===== config.mk =====
export PLATFORM = sky130hd
export DESIGN_NAME = model_store_top
export DESIGN_NICKNAME = d
export VERILOG_FILES = /design/src/bus_pkg.sv /design/src/geom_pkg.sv /design/src/model_buffer.sv /design/src/model_store_top.sv /design/src/scene_regs.sv /design/src/triangle_streamer.sv
export VERILOG_INCLUDE_DIRS = /design/src
export SDC_FILE = /design/constraint.sdc
export NUM_CORES = 1
export LEC_CHECK = 0
export BUFFER_PORTS_ARGS = -buffer_cell sky130_fd_sc_hd__clkbuf_2
export CAP_MARGIN = 25
export CORE_MARGIN = 2
export CORE_UTILIZATION = 55
export DETAILED_ROUTE_END_ITERATION = 16
export GPL_ROUTABILITY_DRIVEN = 0
export HOLD_SLACK_MARGIN = 0.02
export PLACE_DENSITY = 0.79
export SKIP_CTS_REPAIR_TIMING = 1
export SYNTH_ARGS = -nofsm -noshare
export SYNTH_HDL_FRONTEND = slang
export SYNTH_SLANG_ARGS = --single-unit

===== constraint.sdc =====
create_clock -name clk -period 12.7 [get_ports clk]
set_input_delay 0 -clock clk [delete_from_list [all_inputs] [get_ports clk]]
set_output_delay 0 -clock clk [all_outputs]
set_load 0.05 [all_outputs]

===== src/render_consts.svh =====
`ifndef RENDER_CONSTS_SVH
`define RENDER_CONSTS_SVH

// Scene capacities, fixed per build since the register map encodes the index fields
`define MODEL_COUNT    4
`define TRIANGLE_COUNT 16

`define COORD_W        16   // One signed screen coordinate

// AXI4-Lite bus widths
`define AXIL_ADDR_W    8
`define AXIL_DATA_W    32

// Register offsets
`define REG_VERT0      8'h00
`define REG_VERT1      8'h04
`define REG_VERT2      8'h08
`define REG_WRITE_CMD  8'h0C   // Model in 1:0, triangle index in 11:8
`define REG_DRAW_CMD   8'h10   // Model in 1:0
`define REG_STATUS     8'h14   // Busy, full, refused

`endif


===== src/bus_pkg.sv =====
`include "render_consts.svh"

package bus_pkg;

    typedef logic [`AXIL_ADDR_W-1:0] axil_addr_t;
    typedef logic [`AXIL_DATA_W-1:0] axil_data_t;

    typedef enum logic [1:0] {
        RESP_OKAY   = 2'b00,
        RESP_SLVERR = 2'b10
    } axil_resp_e;

    // Host to register block
    typedef struct packed {
        logic       awvalid;
        axil_addr_t awaddr;
        logic       wvalid;
        axil_data_t wdata;
        logic       bready;
        logic       arvalid;
        axil_addr_t araddr;
        logic       rready;
    } axil_req_t;

    // Register block to host
    typedef struct packed {
        logic       awready;
        logic       wready;
        logic       bvalid;
        axil_resp_e bresp;
        logic       arready;
        logic       rvalid;
        axil_data_t rdata;
        axil_resp_e rresp;
    } axil_resp_t;

endpackage


===== src/geom_pkg.sv =====
`include "render_consts.svh"

package geom_pkg;

    typedef logic signed [`COORD_W-1:0] coord_t;

    // x sits in the low half of the word
    typedef struct packed {
        coord_t y;
        coord_t x;
    } vertex_t;

    // v0 sits in the lowest word
    typedef struct packed {
        vertex_t v2;
        vertex_t v1;
        vertex_t v0;
    } triangle_t;

    typedef logic [$clog2(`MODEL_COUNT)-1:0]      model_idx_t;
    typedef logic [$clog2(`TRIANGLE_COUNT)-1:0]   tri_idx_t;    // Index or memory address
    typedef logic [$clog2(`TRIANGLE_COUNT+1)-1:0] tri_count_t;  // Holds 0 up to the full count

    typedef enum logic [1:0] {
        MODEL_EMPTY   = 2'b00,
        MODEL_WRITING = 2'b01,
        MODEL_SEALED  = 2'b10
    } model_state_t;

endpackage


===== src/model_buffer.sv =====
`timescale 1ns/1ps
`include "render_consts.svh"

module model_buffer import geom_pkg::*; (
    input  logic       clk,
    input  logic       rstn,

    input  logic       write_en,
    input  triangle_t  write_triangle,
    input  model_idx_t write_model,
    input  tri_idx_t   write_index,

    input  model_idx_t read_model,
    input  tri_idx_t   read_index,

    output triangle_t  read_triangle,
    output logic       read_last,
    output logic       read_model_used,
    output logic       write_refused,
    output logic       buffer_full
);

    typedef struct packed {
        model_state_t state;
        tri_idx_t     start;    // First memory slot of the model
        tri_count_t   size;     // Triangles written so far
    } model_entry_t;

    model_entry_t registry [`MODEL_COUNT];
    triangle_t    tri_mem [`TRIANGLE_COUNT];

    tri_count_t   fill_count;   // Next free slot, equals slots in use
    model_idx_t   last_model;   // Model of the last accepted write

    model_entry_t wr_entry;
    model_entry_t rd_entry;
    tri_count_t   write_addr;   // Wide enough to spot an overrun
    tri_count_t   write_end;
    tri_count_t   write_size;
    tri_count_t   read_addr;
    logic         write_legal;
    logic         write_ok;

    assign buffer_full = (fill_count == tri_count_t'(`TRIANGLE_COUNT));

    // Write legality and placement
    always_comb begin
        wr_entry = registry[write_model];

        // An empty model opens at the fill pointer
        if (wr_entry.state == MODEL_EMPTY) begin
            write_addr = fill_count + tri_count_t'(write_index);
        end else begin
            write_addr = tri_count_t'(wr_entry.start) + tri_count_t'(write_index);
        end

        write_end  = write_addr + tri_count_t'(1);
        write_size = tri_count_t'(write_index) + tri_count_t'(1);

        write_legal = (wr_entry.state != MODEL_SEALED) &&
                      !((wr_entry.state == MODEL_EMPTY) && buffer_full) &&
                      (write_addr < tri_count_t'(`TRIANGLE_COUNT));
    end

    assign write_ok      = write_en && write_legal;
    assign write_refused = write_en && !write_legal;

    // Read side
    always_comb begin
        rd_entry        = registry[read_model];
        read_addr       = tri_count_t'(rd_entry.start) + tri_count_t'(read_index);
        read_triangle   = tri_mem[tri_idx_t'(read_addr)];
        read_last       = (tri_count_t'(read_index) + tri_count_t'(1) == rd_entry.size);
        read_model_used = (rd_entry.state != MODEL_EMPTY);
    end

    always_ff @(posedge clk or negedge rstn) begin
        if (!rstn) begin
            for (int m = 0; m < `MODEL_COUNT; m++) begin
                registry[m] <= '{state: MODEL_EMPTY, start: '0, size: '0};
            end
            fill_count <= '0;
            last_model <= '0;
        end else if (write_ok) begin
            // Moving on to another model closes the previous one for good
            if ((write_model != last_model) && (registry[last_model].state == MODEL_WRITING)) begin
                registry[last_model].state <= MODEL_SEALED;
            end

            if (wr_entry.state == MODEL_EMPTY) begin
                registry[write_model].state <= MODEL_WRITING;
                registry[write_model].start <= tri_idx_t'(fill_count);
            end

            if (write_size > wr_entry.size) begin
                registry[write_model].size <= write_size;
            end
            if (write_end > fill_count) begin
                fill_count <= write_end;
            end
            last_model <= write_model;
        end
    end

    always_ff @(posedge clk) begin
        if (write_ok) begin
            tri_mem[tri_idx_t'(write_addr)] <= write_triangle;   // Address is below 16 here
        end
    end

endmodule


===== src/model_store_top.sv =====
`timescale 1ns/1ps

module model_store_top import geom_pkg::*, bus_pkg::*; (
    input  logic       clk,
    input  logic       rstn,

    input  axil_req_t  axil_req,
    output axil_resp_t axil_resp,

    input  logic       tri_ready,
    output logic       tri_valid,
    output triangle_t  tri_data,
    output logic       tri_last
);

    // Register block to buffer
    logic       write_en;
    triangle_t  write_triangle;
    model_idx_t write_model;
    tri_idx_t   write_index;
    logic       write_refused;
    logic       buffer_full;

    // Register block to streamer
    logic       draw_start;
    model_idx_t draw_model;
    logic       busy;

    // Streamer to buffer
    model_idx_t read_model;
    tri_idx_t   read_index;
    triangle_t  read_triangle;
    logic       read_last;
    logic       read_model_used;

    scene_regs u_regs (
        .clk           (clk),
        .rstn          (rstn),
        .axil_req      (axil_req),
        .axil_resp     (axil_resp),
        .write_refused (write_refused),
        .buffer_full   (buffer_full),
        .busy          (busy),
        .write_en      (write_en),
        .write_triangle(write_triangle),
        .write_model   (write_model),
        .write_index   (write_index),
        .draw_start    (draw_start),
        .draw_model    (draw_model)
    );

    model_buffer u_buffer (
        .clk            (clk),
        .rstn           (rstn),
        .write_en       (write_en),
        .write_triangle (write_triangle),
        .write_model    (write_model),
        .write_index    (write_index),
        .read_model     (read_model),
        .read_index     (read_index),
        .read_triangle  (read_triangle),
        .read_last      (read_last),
        .read_model_used(read_model_used),
        .write_refused  (write_refused),
        .buffer_full    (buffer_full)
    );

    triangle_streamer u_streamer (
        .clk            (clk),
        .rstn           (rstn),
        .draw_start     (draw_start),
        .draw_model     (draw_model),
        .read_model     (read_model),
        .read_index     (read_index),
        .read_triangle  (read_triangle),
        .read_last      (read_last),
        .read_model_used(read_model_used),
        .busy           (busy),
        .tri_valid      (tri_valid),
        .tri_data       (tri_data),
        .tri_last       (tri_last),
        .tri_ready      (tri_ready)
    );

endmodule


===== src/scene_regs.sv =====
`timescale 1ns/1ps
`include "render_consts.svh"

module scene_regs import geom_pkg::*, bus_pkg::*; (
    input  logic       clk,
    input  logic       rstn,

    input  axil_req_t  axil_req,
    output axil_resp_t axil_resp,

    input  logic       write_refused,
    input  logic       buffer_full,
    input  logic       busy,

    output logic       write_en,
    output triangle_t  write_triangle,
    output model_idx_t write_model,
    output tri_idx_t   write_index,

    output logic       draw_start,
    output model_idx_t draw_model
);

    vertex_t    vert_q [3];     // Staged vertices of the next triangle
    logic       refused_q;      // Sticky write-refused flag

    logic       bvalid_q;
    axil_resp_e bresp_q;
    logic       rvalid_q;
    axil_data_t rdata_q;
    axil_resp_e rresp_q;

    logic       wr_fire;
    logic       rd_fire;
    logic       wr_cmd;
    logic       wr_draw;
    axil_data_t rd_word;

    function automatic logic is_mapped(axil_addr_t addr);
        case (addr)
            `REG_VERT0, `REG_VERT1, `REG_VERT2,
            `REG_WRITE_CMD, `REG_DRAW_CMD, `REG_STATUS: return 1'b1;
            default: return 1'b0;
        endcase
    endfunction

    // Address and data are taken together, one response outstanding
    assign wr_fire = axil_req.awvalid && axil_req.wvalid && !bvalid_q;
    assign rd_fire = axil_req.arvalid && !rvalid_q;

    assign wr_cmd  = wr_fire && (axil_req.awaddr == `REG_WRITE_CMD);
    assign wr_draw = wr_fire && (axil_req.awaddr == `REG_DRAW_CMD);

    assign write_triangle = {vert_q[2], vert_q[1], vert_q[0]};

    always_comb begin
        axil_resp.awready = wr_fire;
        axil_resp.wready  = wr_fire;
        axil_resp.bvalid  = bvalid_q;
        axil_resp.bresp   = bresp_q;
        axil_resp.arready = rd_fire;
        axil_resp.rvalid  = rvalid_q;
        axil_resp.rdata   = rdata_q;
        axil_resp.rresp   = rresp_q;
    end

    // Read mux, command registers read as zero
    always_comb begin
        rd_word = '0;
        case (axil_req.araddr)
            `REG_VERT0:  rd_word = vert_q[0];
            `REG_VERT1:  rd_word = vert_q[1];
            `REG_VERT2:  rd_word = vert_q[2];
            `REG_STATUS: rd_word = axil_data_t'({refused_q, buffer_full, busy});
            default: ;
        endcase
    end

    always_ff @(posedge clk or negedge rstn) begin
        if (!rstn) begin
            bvalid_q    <= 1'b0;
            rvalid_q    <= 1'b0;
            write_en    <= 1'b0;
            draw_start  <= 1'b0;
            refused_q   <= 1'b0;
            write_model <= '0;
            write_index <= '0;
            draw_model  <= '0;
        end else begin
            write_en   <= wr_cmd;     // One-cycle pulses
            draw_start <= wr_draw;

            if (wr_fire) begin
                bvalid_q <= 1'b1;
            end else if (axil_req.bready) begin
                bvalid_q <= 1'b0;
            end

            if (rd_fire) begin
                rvalid_q <= 1'b1;
            end else if (axil_req.rready) begin
                rvalid_q <= 1'b0;
            end

            if (wr_cmd) begin
                write_model <= model_idx_t'(axil_req.wdata[1:0]);
                write_index <= tri_idx_t'(axil_req.wdata[11:8]);
            end
            if (wr_draw) begin
                draw_model <= model_idx_t'(axil_req.wdata[1:0]);
            end

            // Refusal arrives with write_en, a cycle after the clearing command
            if (write_refused) begin
                refused_q <= 1'b1;
            end else if (wr_cmd) begin
                refused_q <= 1'b0;
            end
        end
    end

    always_ff @(posedge clk) begin
        if (wr_fire) begin
            if (is_mapped(axil_req.awaddr)) begin
                bresp_q <= RESP_OKAY;
            end else begin
                bresp_q <= RESP_SLVERR;
            end
            case (axil_req.awaddr)
                `REG_VERT0: vert_q[0] <= axil_req.wdata;
                `REG_VERT1: vert_q[1] <= axil_req.wdata;
                `REG_VERT2: vert_q[2] <= axil_req.wdata;
                default: ;                  // Status and holes ignore writes
            endcase
        end

        if (rd_fire) begin
            rdata_q <= rd_word;
            if (is_mapped(axil_req.araddr)) begin
                rresp_q <= RESP_OKAY;
            end else begin
                rresp_q <= RESP_SLVERR;
            end
        end
    end

endmodule


===== src/triangle_streamer.sv =====
`timescale 1ns/1ps

module triangle_streamer import geom_pkg::*; (
    input  logic       clk,
    input  logic       rstn,

    input  logic       draw_start,
    input  model_idx_t draw_model,

    output model_idx_t read_model,
    output tri_idx_t   read_index,
    input  triangle_t  read_triangle,
    input  logic       read_last,
    input  logic       read_model_used,

    output logic       busy,
    output logic       tri_valid,
    output triangle_t  tri_data,
    output logic       tri_last,
    input  logic       tri_ready
);

    typedef enum logic [1:0] {
        S_IDLE,
        S_FETCH,     // Register the first triangle
        S_SEND       // Hold output until taken
    } stream_state_t;

    stream_state_t state;
    model_idx_t    cur_model;
    tri_idx_t      cur_index;   // Index of the triangle on the output
    logic          load_out;

    assign busy       = (state != S_IDLE);
    assign tri_valid  = (state == S_SEND);
    assign read_model = cur_model;

    // While sending, look one triangle ahead so the next one is ready on transfer
    assign read_index = (state == S_SEND) ? tri_idx_t'(cur_index + 1'b1) : cur_index;

    assign load_out = ((state == S_FETCH) && read_model_used) ||
                      ((state == S_SEND) && tri_ready && !tri_last);

    always_ff @(posedge clk or negedge rstn) begin
        if (!rstn) begin
            state     <= S_IDLE;
            cur_model <= '0;
            cur_index <= '0;
            tri_last  <= 1'b0;
        end else begin
            case (state)
                S_IDLE: begin
                    if (draw_start) begin       // Ignored while busy
                        cur_model <= draw_model;
                        cur_index <= '0;
                        state     <= S_FETCH;
                    end
                end
                S_FETCH: begin
                    if (read_model_used) begin
                        tri_last <= read_last;
                        state    <= S_SEND;
                    end else begin
                        state <= S_IDLE;        // Nothing to draw
                    end
                end
                S_SEND: begin
                    if (tri_ready) begin
                        if (tri_last) begin
                            state <= S_IDLE;
                        end else begin
                            cur_index <= cur_index + 1'b1;
                            tri_last  <= read_last;
                        end
                    end
                end
                default: state <= S_IDLE;
            endcase
        end
    end

    always_ff @(posedge clk) begin
        if (load_out) begin
            tri_data <= read_triangle;
        end
    end

endmodule

==> summary.txt <==
Logic synthesis
  – Mapped Area: roughly 69000 um2
  – Top FF cell, synth: edfxtp_1
  – Post-Synth Simple-Gate Area: 0.861%
  – Adder-cell share of the synthesized area: less than 1%
  – Area leader, netlist: edfxtp_1
  – EDFF count, synth: about 1800
  – Synth top area share: 76.3%
  – Mux cell area share after synthesis: 17.3%
  – Synth Area in Compound Gates: approximately 1.0%
  – Synth Area in XOR/XNOR: 0.240%
  – Synth warn: 0
  – Ys async rst share: 3.98%
  – Sequential share of the synthesized area: 78.9%
  – Synth cell count leaders: 1762 x edfxtp_1, 500 x mux4_2, 109 x clkbuf_1, 73 x dfrtp_1, 58 x inv_1
  – Synthesized area per cell: 24.4 um2
  – Area contributors post-synth: edfxtp_1 76%, mux4_2 16%, dfrtp_1 2.6%
  – Seq cells post-synth: ~1800
  – Largest family of logic cells by synthesized area: multiplexers
  – Most frequent cell after synthesis: edfxtp_1
  – Syn Inst Count: roughly 2800
  – Distinct cells, synth: between 50 and 60

STA
  – Skew final: approximately 0.029 ns
  – Max Fclk: about 150 MHz
  – Final Max Tran Viols: 0
  – Final Critical Period: 6.81 ns
  – Final setup fails: 0
  – Period utilisation layout: 53.6%
  – Final TNS setup: 0 ns
  – Final worst slack: 5.89 ns
  – Final hold vios: 0
  – Tightest Pin Transition: 1.33 ns
  – Max_slew headroom: 11.5%
  – RSZ-0062 raised after global routing: false

Die
  – Num ports: 195
  – Die height: 359 um
  – Row cnt: 130
  – Initial Utilization: approximately 55%
  – Die area: 129000 um2
  – Placeable Area: 125000 um2
  – Die W: 359 um

Critical path
  – Crit. End Element: flip-flop
  – Instance count on the critical path: 11
  – Worst R2R Setup Slack: around 6 ns
  – Required @ worst endpoint: between 10 and 15 ns
  – Worst flop-to-flop path endpoint: u_buffer.tri_mem[15][44]
  – Slowest cell on crit path: dfrtp_1
  – Delay-heaviest family, CP: simple AND/OR/NAND/NOR gates
  – R2r startpoint: u_regs.write_model[0]
  – CP arrival: 7.21 ns
  – Slowest cell delay on critical path: about 0.97 ns
  – R2R cell count: 11
  – CP Cell Sequence: mux4_2 -> nor2_1 -> mux2_2 -> ha_1 -> a21o_1 -> a21oi_1 -> xnor2_1 -> inv_1 -> nor3_1 -> and2_4 -> buf_4
  – Crit path from: u_regs.write_model[0]
  – Crit path kind: reg -> reg
  – Crit start category: flip-flop
  – Critical path destination: u_buffer.tri_mem[15][44]
  – Peak fanout along the critical path: 50
  – CP Buf/Inv Count: 2

Global routing
  – GRT met1 Usage: between 30% and 40%
  – First-pass GRT wire length: 260 mm
  – Met2 GRT Util: 45.8%
  – GRT Max-Usage Layer: met2
  – Initial antenna violation count: 12
  – Overflow after GRT: 0
  – Largest net degree at the start of global routing: 184
  – Number of global-route vias before repair: about 35000
  – Met3 usage: 7.58%
  – Total Routing Usage GR: 28.5%

Clock tree
  – Clk root buf: clkbuf_16
  – Clock Path Buffers: 3
  – Htree depth: 4
  – Clock sink total: about 1800
  – Clock Latency Late Sink: roughly 0.80 ns
  – Clk pin slew, worst setup/hold paths: approximately 0.060 ns
  – CTS tree: yes
  – TritonCTS Buffers: 170

Detailed routing
  – DR WL/cell: roughly 37 um
  – Via count: 34200
  – Initial DRC Count: 5600
  – WL final: 184 mm
  – Vias per Instance: roughly 6.9
  – DRT Pass-1 Iters: 6
  – DRT antenna net count: 0
  – DRC: 0

Power and ir drop
  – Clock share of power: 34.5%
  – LEAKAGE: ~25 nW
  – Maximum vdd drop: 178 uV
  – Gate power share: between 20 and 25%
  – Net Switching: around 3.7 mW
  – Internal: 11.0 mW
  – Power per cell area: approximately 190 nW/um2
  – PnR Total Power: around 15 mW
  – Sequential share of power: 45.3%
  – Sw frac: 25.1%

Final layout
  – Layout Cells excl Fill: 4986
  – Final instance area: approximately 80000 um2
  – FILL cells: around 7600
  – Area Overhead vs Synth: 13.7%
  – Final net count: between 3000 and 4000
  – Layout cell share with drive strength beyond 1: about a third

Outcome
  – Outcome: finished clean

Place
  – Dpl ws: 6.16 ns
  – Dpl cell area: slightly above 70000 um2
  – Post-Place Cells: 4604
  – IO Port Bufs: 192
  – Post-detail-place hpwl: between 90 and 100 mm

Worst hold path
  – Hold crit path type: in -> reg
  – Hold_sp: axil_req[19]

Run
  – Maxcap violations: 0
==> placed cells by master, fill, tap and decap left out, drive strengths merged, types with 6 or more instances in the layout <==
master	Yosys	layout
a21oi	12	12
o21ai	13	13
xnor2	13	13
dfrtp	73	73
bufinv	0	15
a222oi	29	29
edfxtp	1762	1762
mux2	54	54
a211oi	6	6
nor2	13	13
inv	58	63
buf	31	65
ha	25	25
nor3	20	20
mux4	500	500
nand3	8	8
clkinv	0	65
dlygate4sd3	0	72
clkinvlp	0	7
mux2i	9	9
a21o	8	8
and2	9	9
xor2	6	6
nand2	25	25
clkbuf	109	400
==> sequential cells by signal (all words and copies together), names as in the netlist <==
register,count
u_streamer.read_model,2
u_buffer.fill_count,5
u_regs.bresp_q,1
u_regs.bvalid_q,1
u_buffer.registry,44
u_streamer.tri_last,1
u_regs.rvalid_q,1
u_streamer.cur_index,4
u_regs.rresp_q,1
u_regs.draw_start,1
u_streamer.state,2
u_regs.write_model,2
u_regs.write_index,4
u_regs.refused_q,1
u_buffer.tri_mem,1536
u_buffer.last_model,2
u_streamer.tri_data,96
u_regs.vert_q,96
u_regs.rdata_q,32
u_regs.draw_model,2
u_regs.write_en,1
==> worst reg2reg max path, delay by kind of cell (launching register included) <==
kind                     cells  cell delay, ns
AO/OA/AOI/OAI                2            0.19
XOR/XNOR                     1            0.69
multiplexers                 2            1.08
AND/OR/NAND/NOR              3            1.83
adder cells (fa/ha/maj)      1            0.31
flip-flops                   1            0.97
buffers and inverters        2            1.30
==> through the flow <==
stage | utilization, % | hold slack [ns]
3_5_place_dp | 57.9 | 0.182
4_1_cts | 62.1 | -0.667
5_1_grt | 62.9 | 0.0298
2_1_floorplan | - | -0.296
6_report | 62.9 | 0.0399
3_3_place_gp | 57.7 | 0.173
==> kinds of logic after synthesis <==
logic type      count (synthesis)
mux                           563
xor+xnor                       19
buf+inv                       198
compound gates                 90
other cells                     1
flops                        1835
fa+ha+maj                      27
simple gates                  112
==> how the worst min path moves through the flow <==
stage	endpoint	cells after the start
detailed placement	u_regs.rvalid_q	2
global placement	u_regs.rvalid_q	2
global route	u_regs.vert_q[0][40]	2
CTS	u_regs.rvalid_q	2
finish	u_regs.vert_q[0][40]	2
floorplan	u_buffer.fill_count[0]	0
==> metal layers <==
layer | up-vias | wire [um]
li1 | 12900 | -
met4 | 8 | 5270
met3 | 379 | 23000
met2 | 2935 | 91800
met1 | 18000 | 63800
met5 | - | 46
==> power groups by stage <==
stage	registers, mW	clock network [mW]	logic (mW)
2_1_floorplan	6.81	0	2.18
3_3_place_gp	6.79	0	2.79
3_5_place_dp	6.79	0	2.87
4_1_cts	6.66	5.10	2.97
5_1_grt	6.66	5.31	3.12
6_report	6.66	5.07	2.98
==> cell type report <==
class | instances | area [um2] | area share [%]
diodes | 1 | 2.50 | 0.00317
clock buffers | 209 | 4500 | 5.70
clock inverters | 92 | 865 | 1.10
inverters | 58 | 218 | 0.276
multi-input cells | 813 | 14000 | 17.7
flip-flops and latches | 1835 | 54700 | 69.4
well taps | 1650 | 2060 | 2.62
repair buffers | 328 | 2480 | 3.14
(Power assumes the default switching activity.)
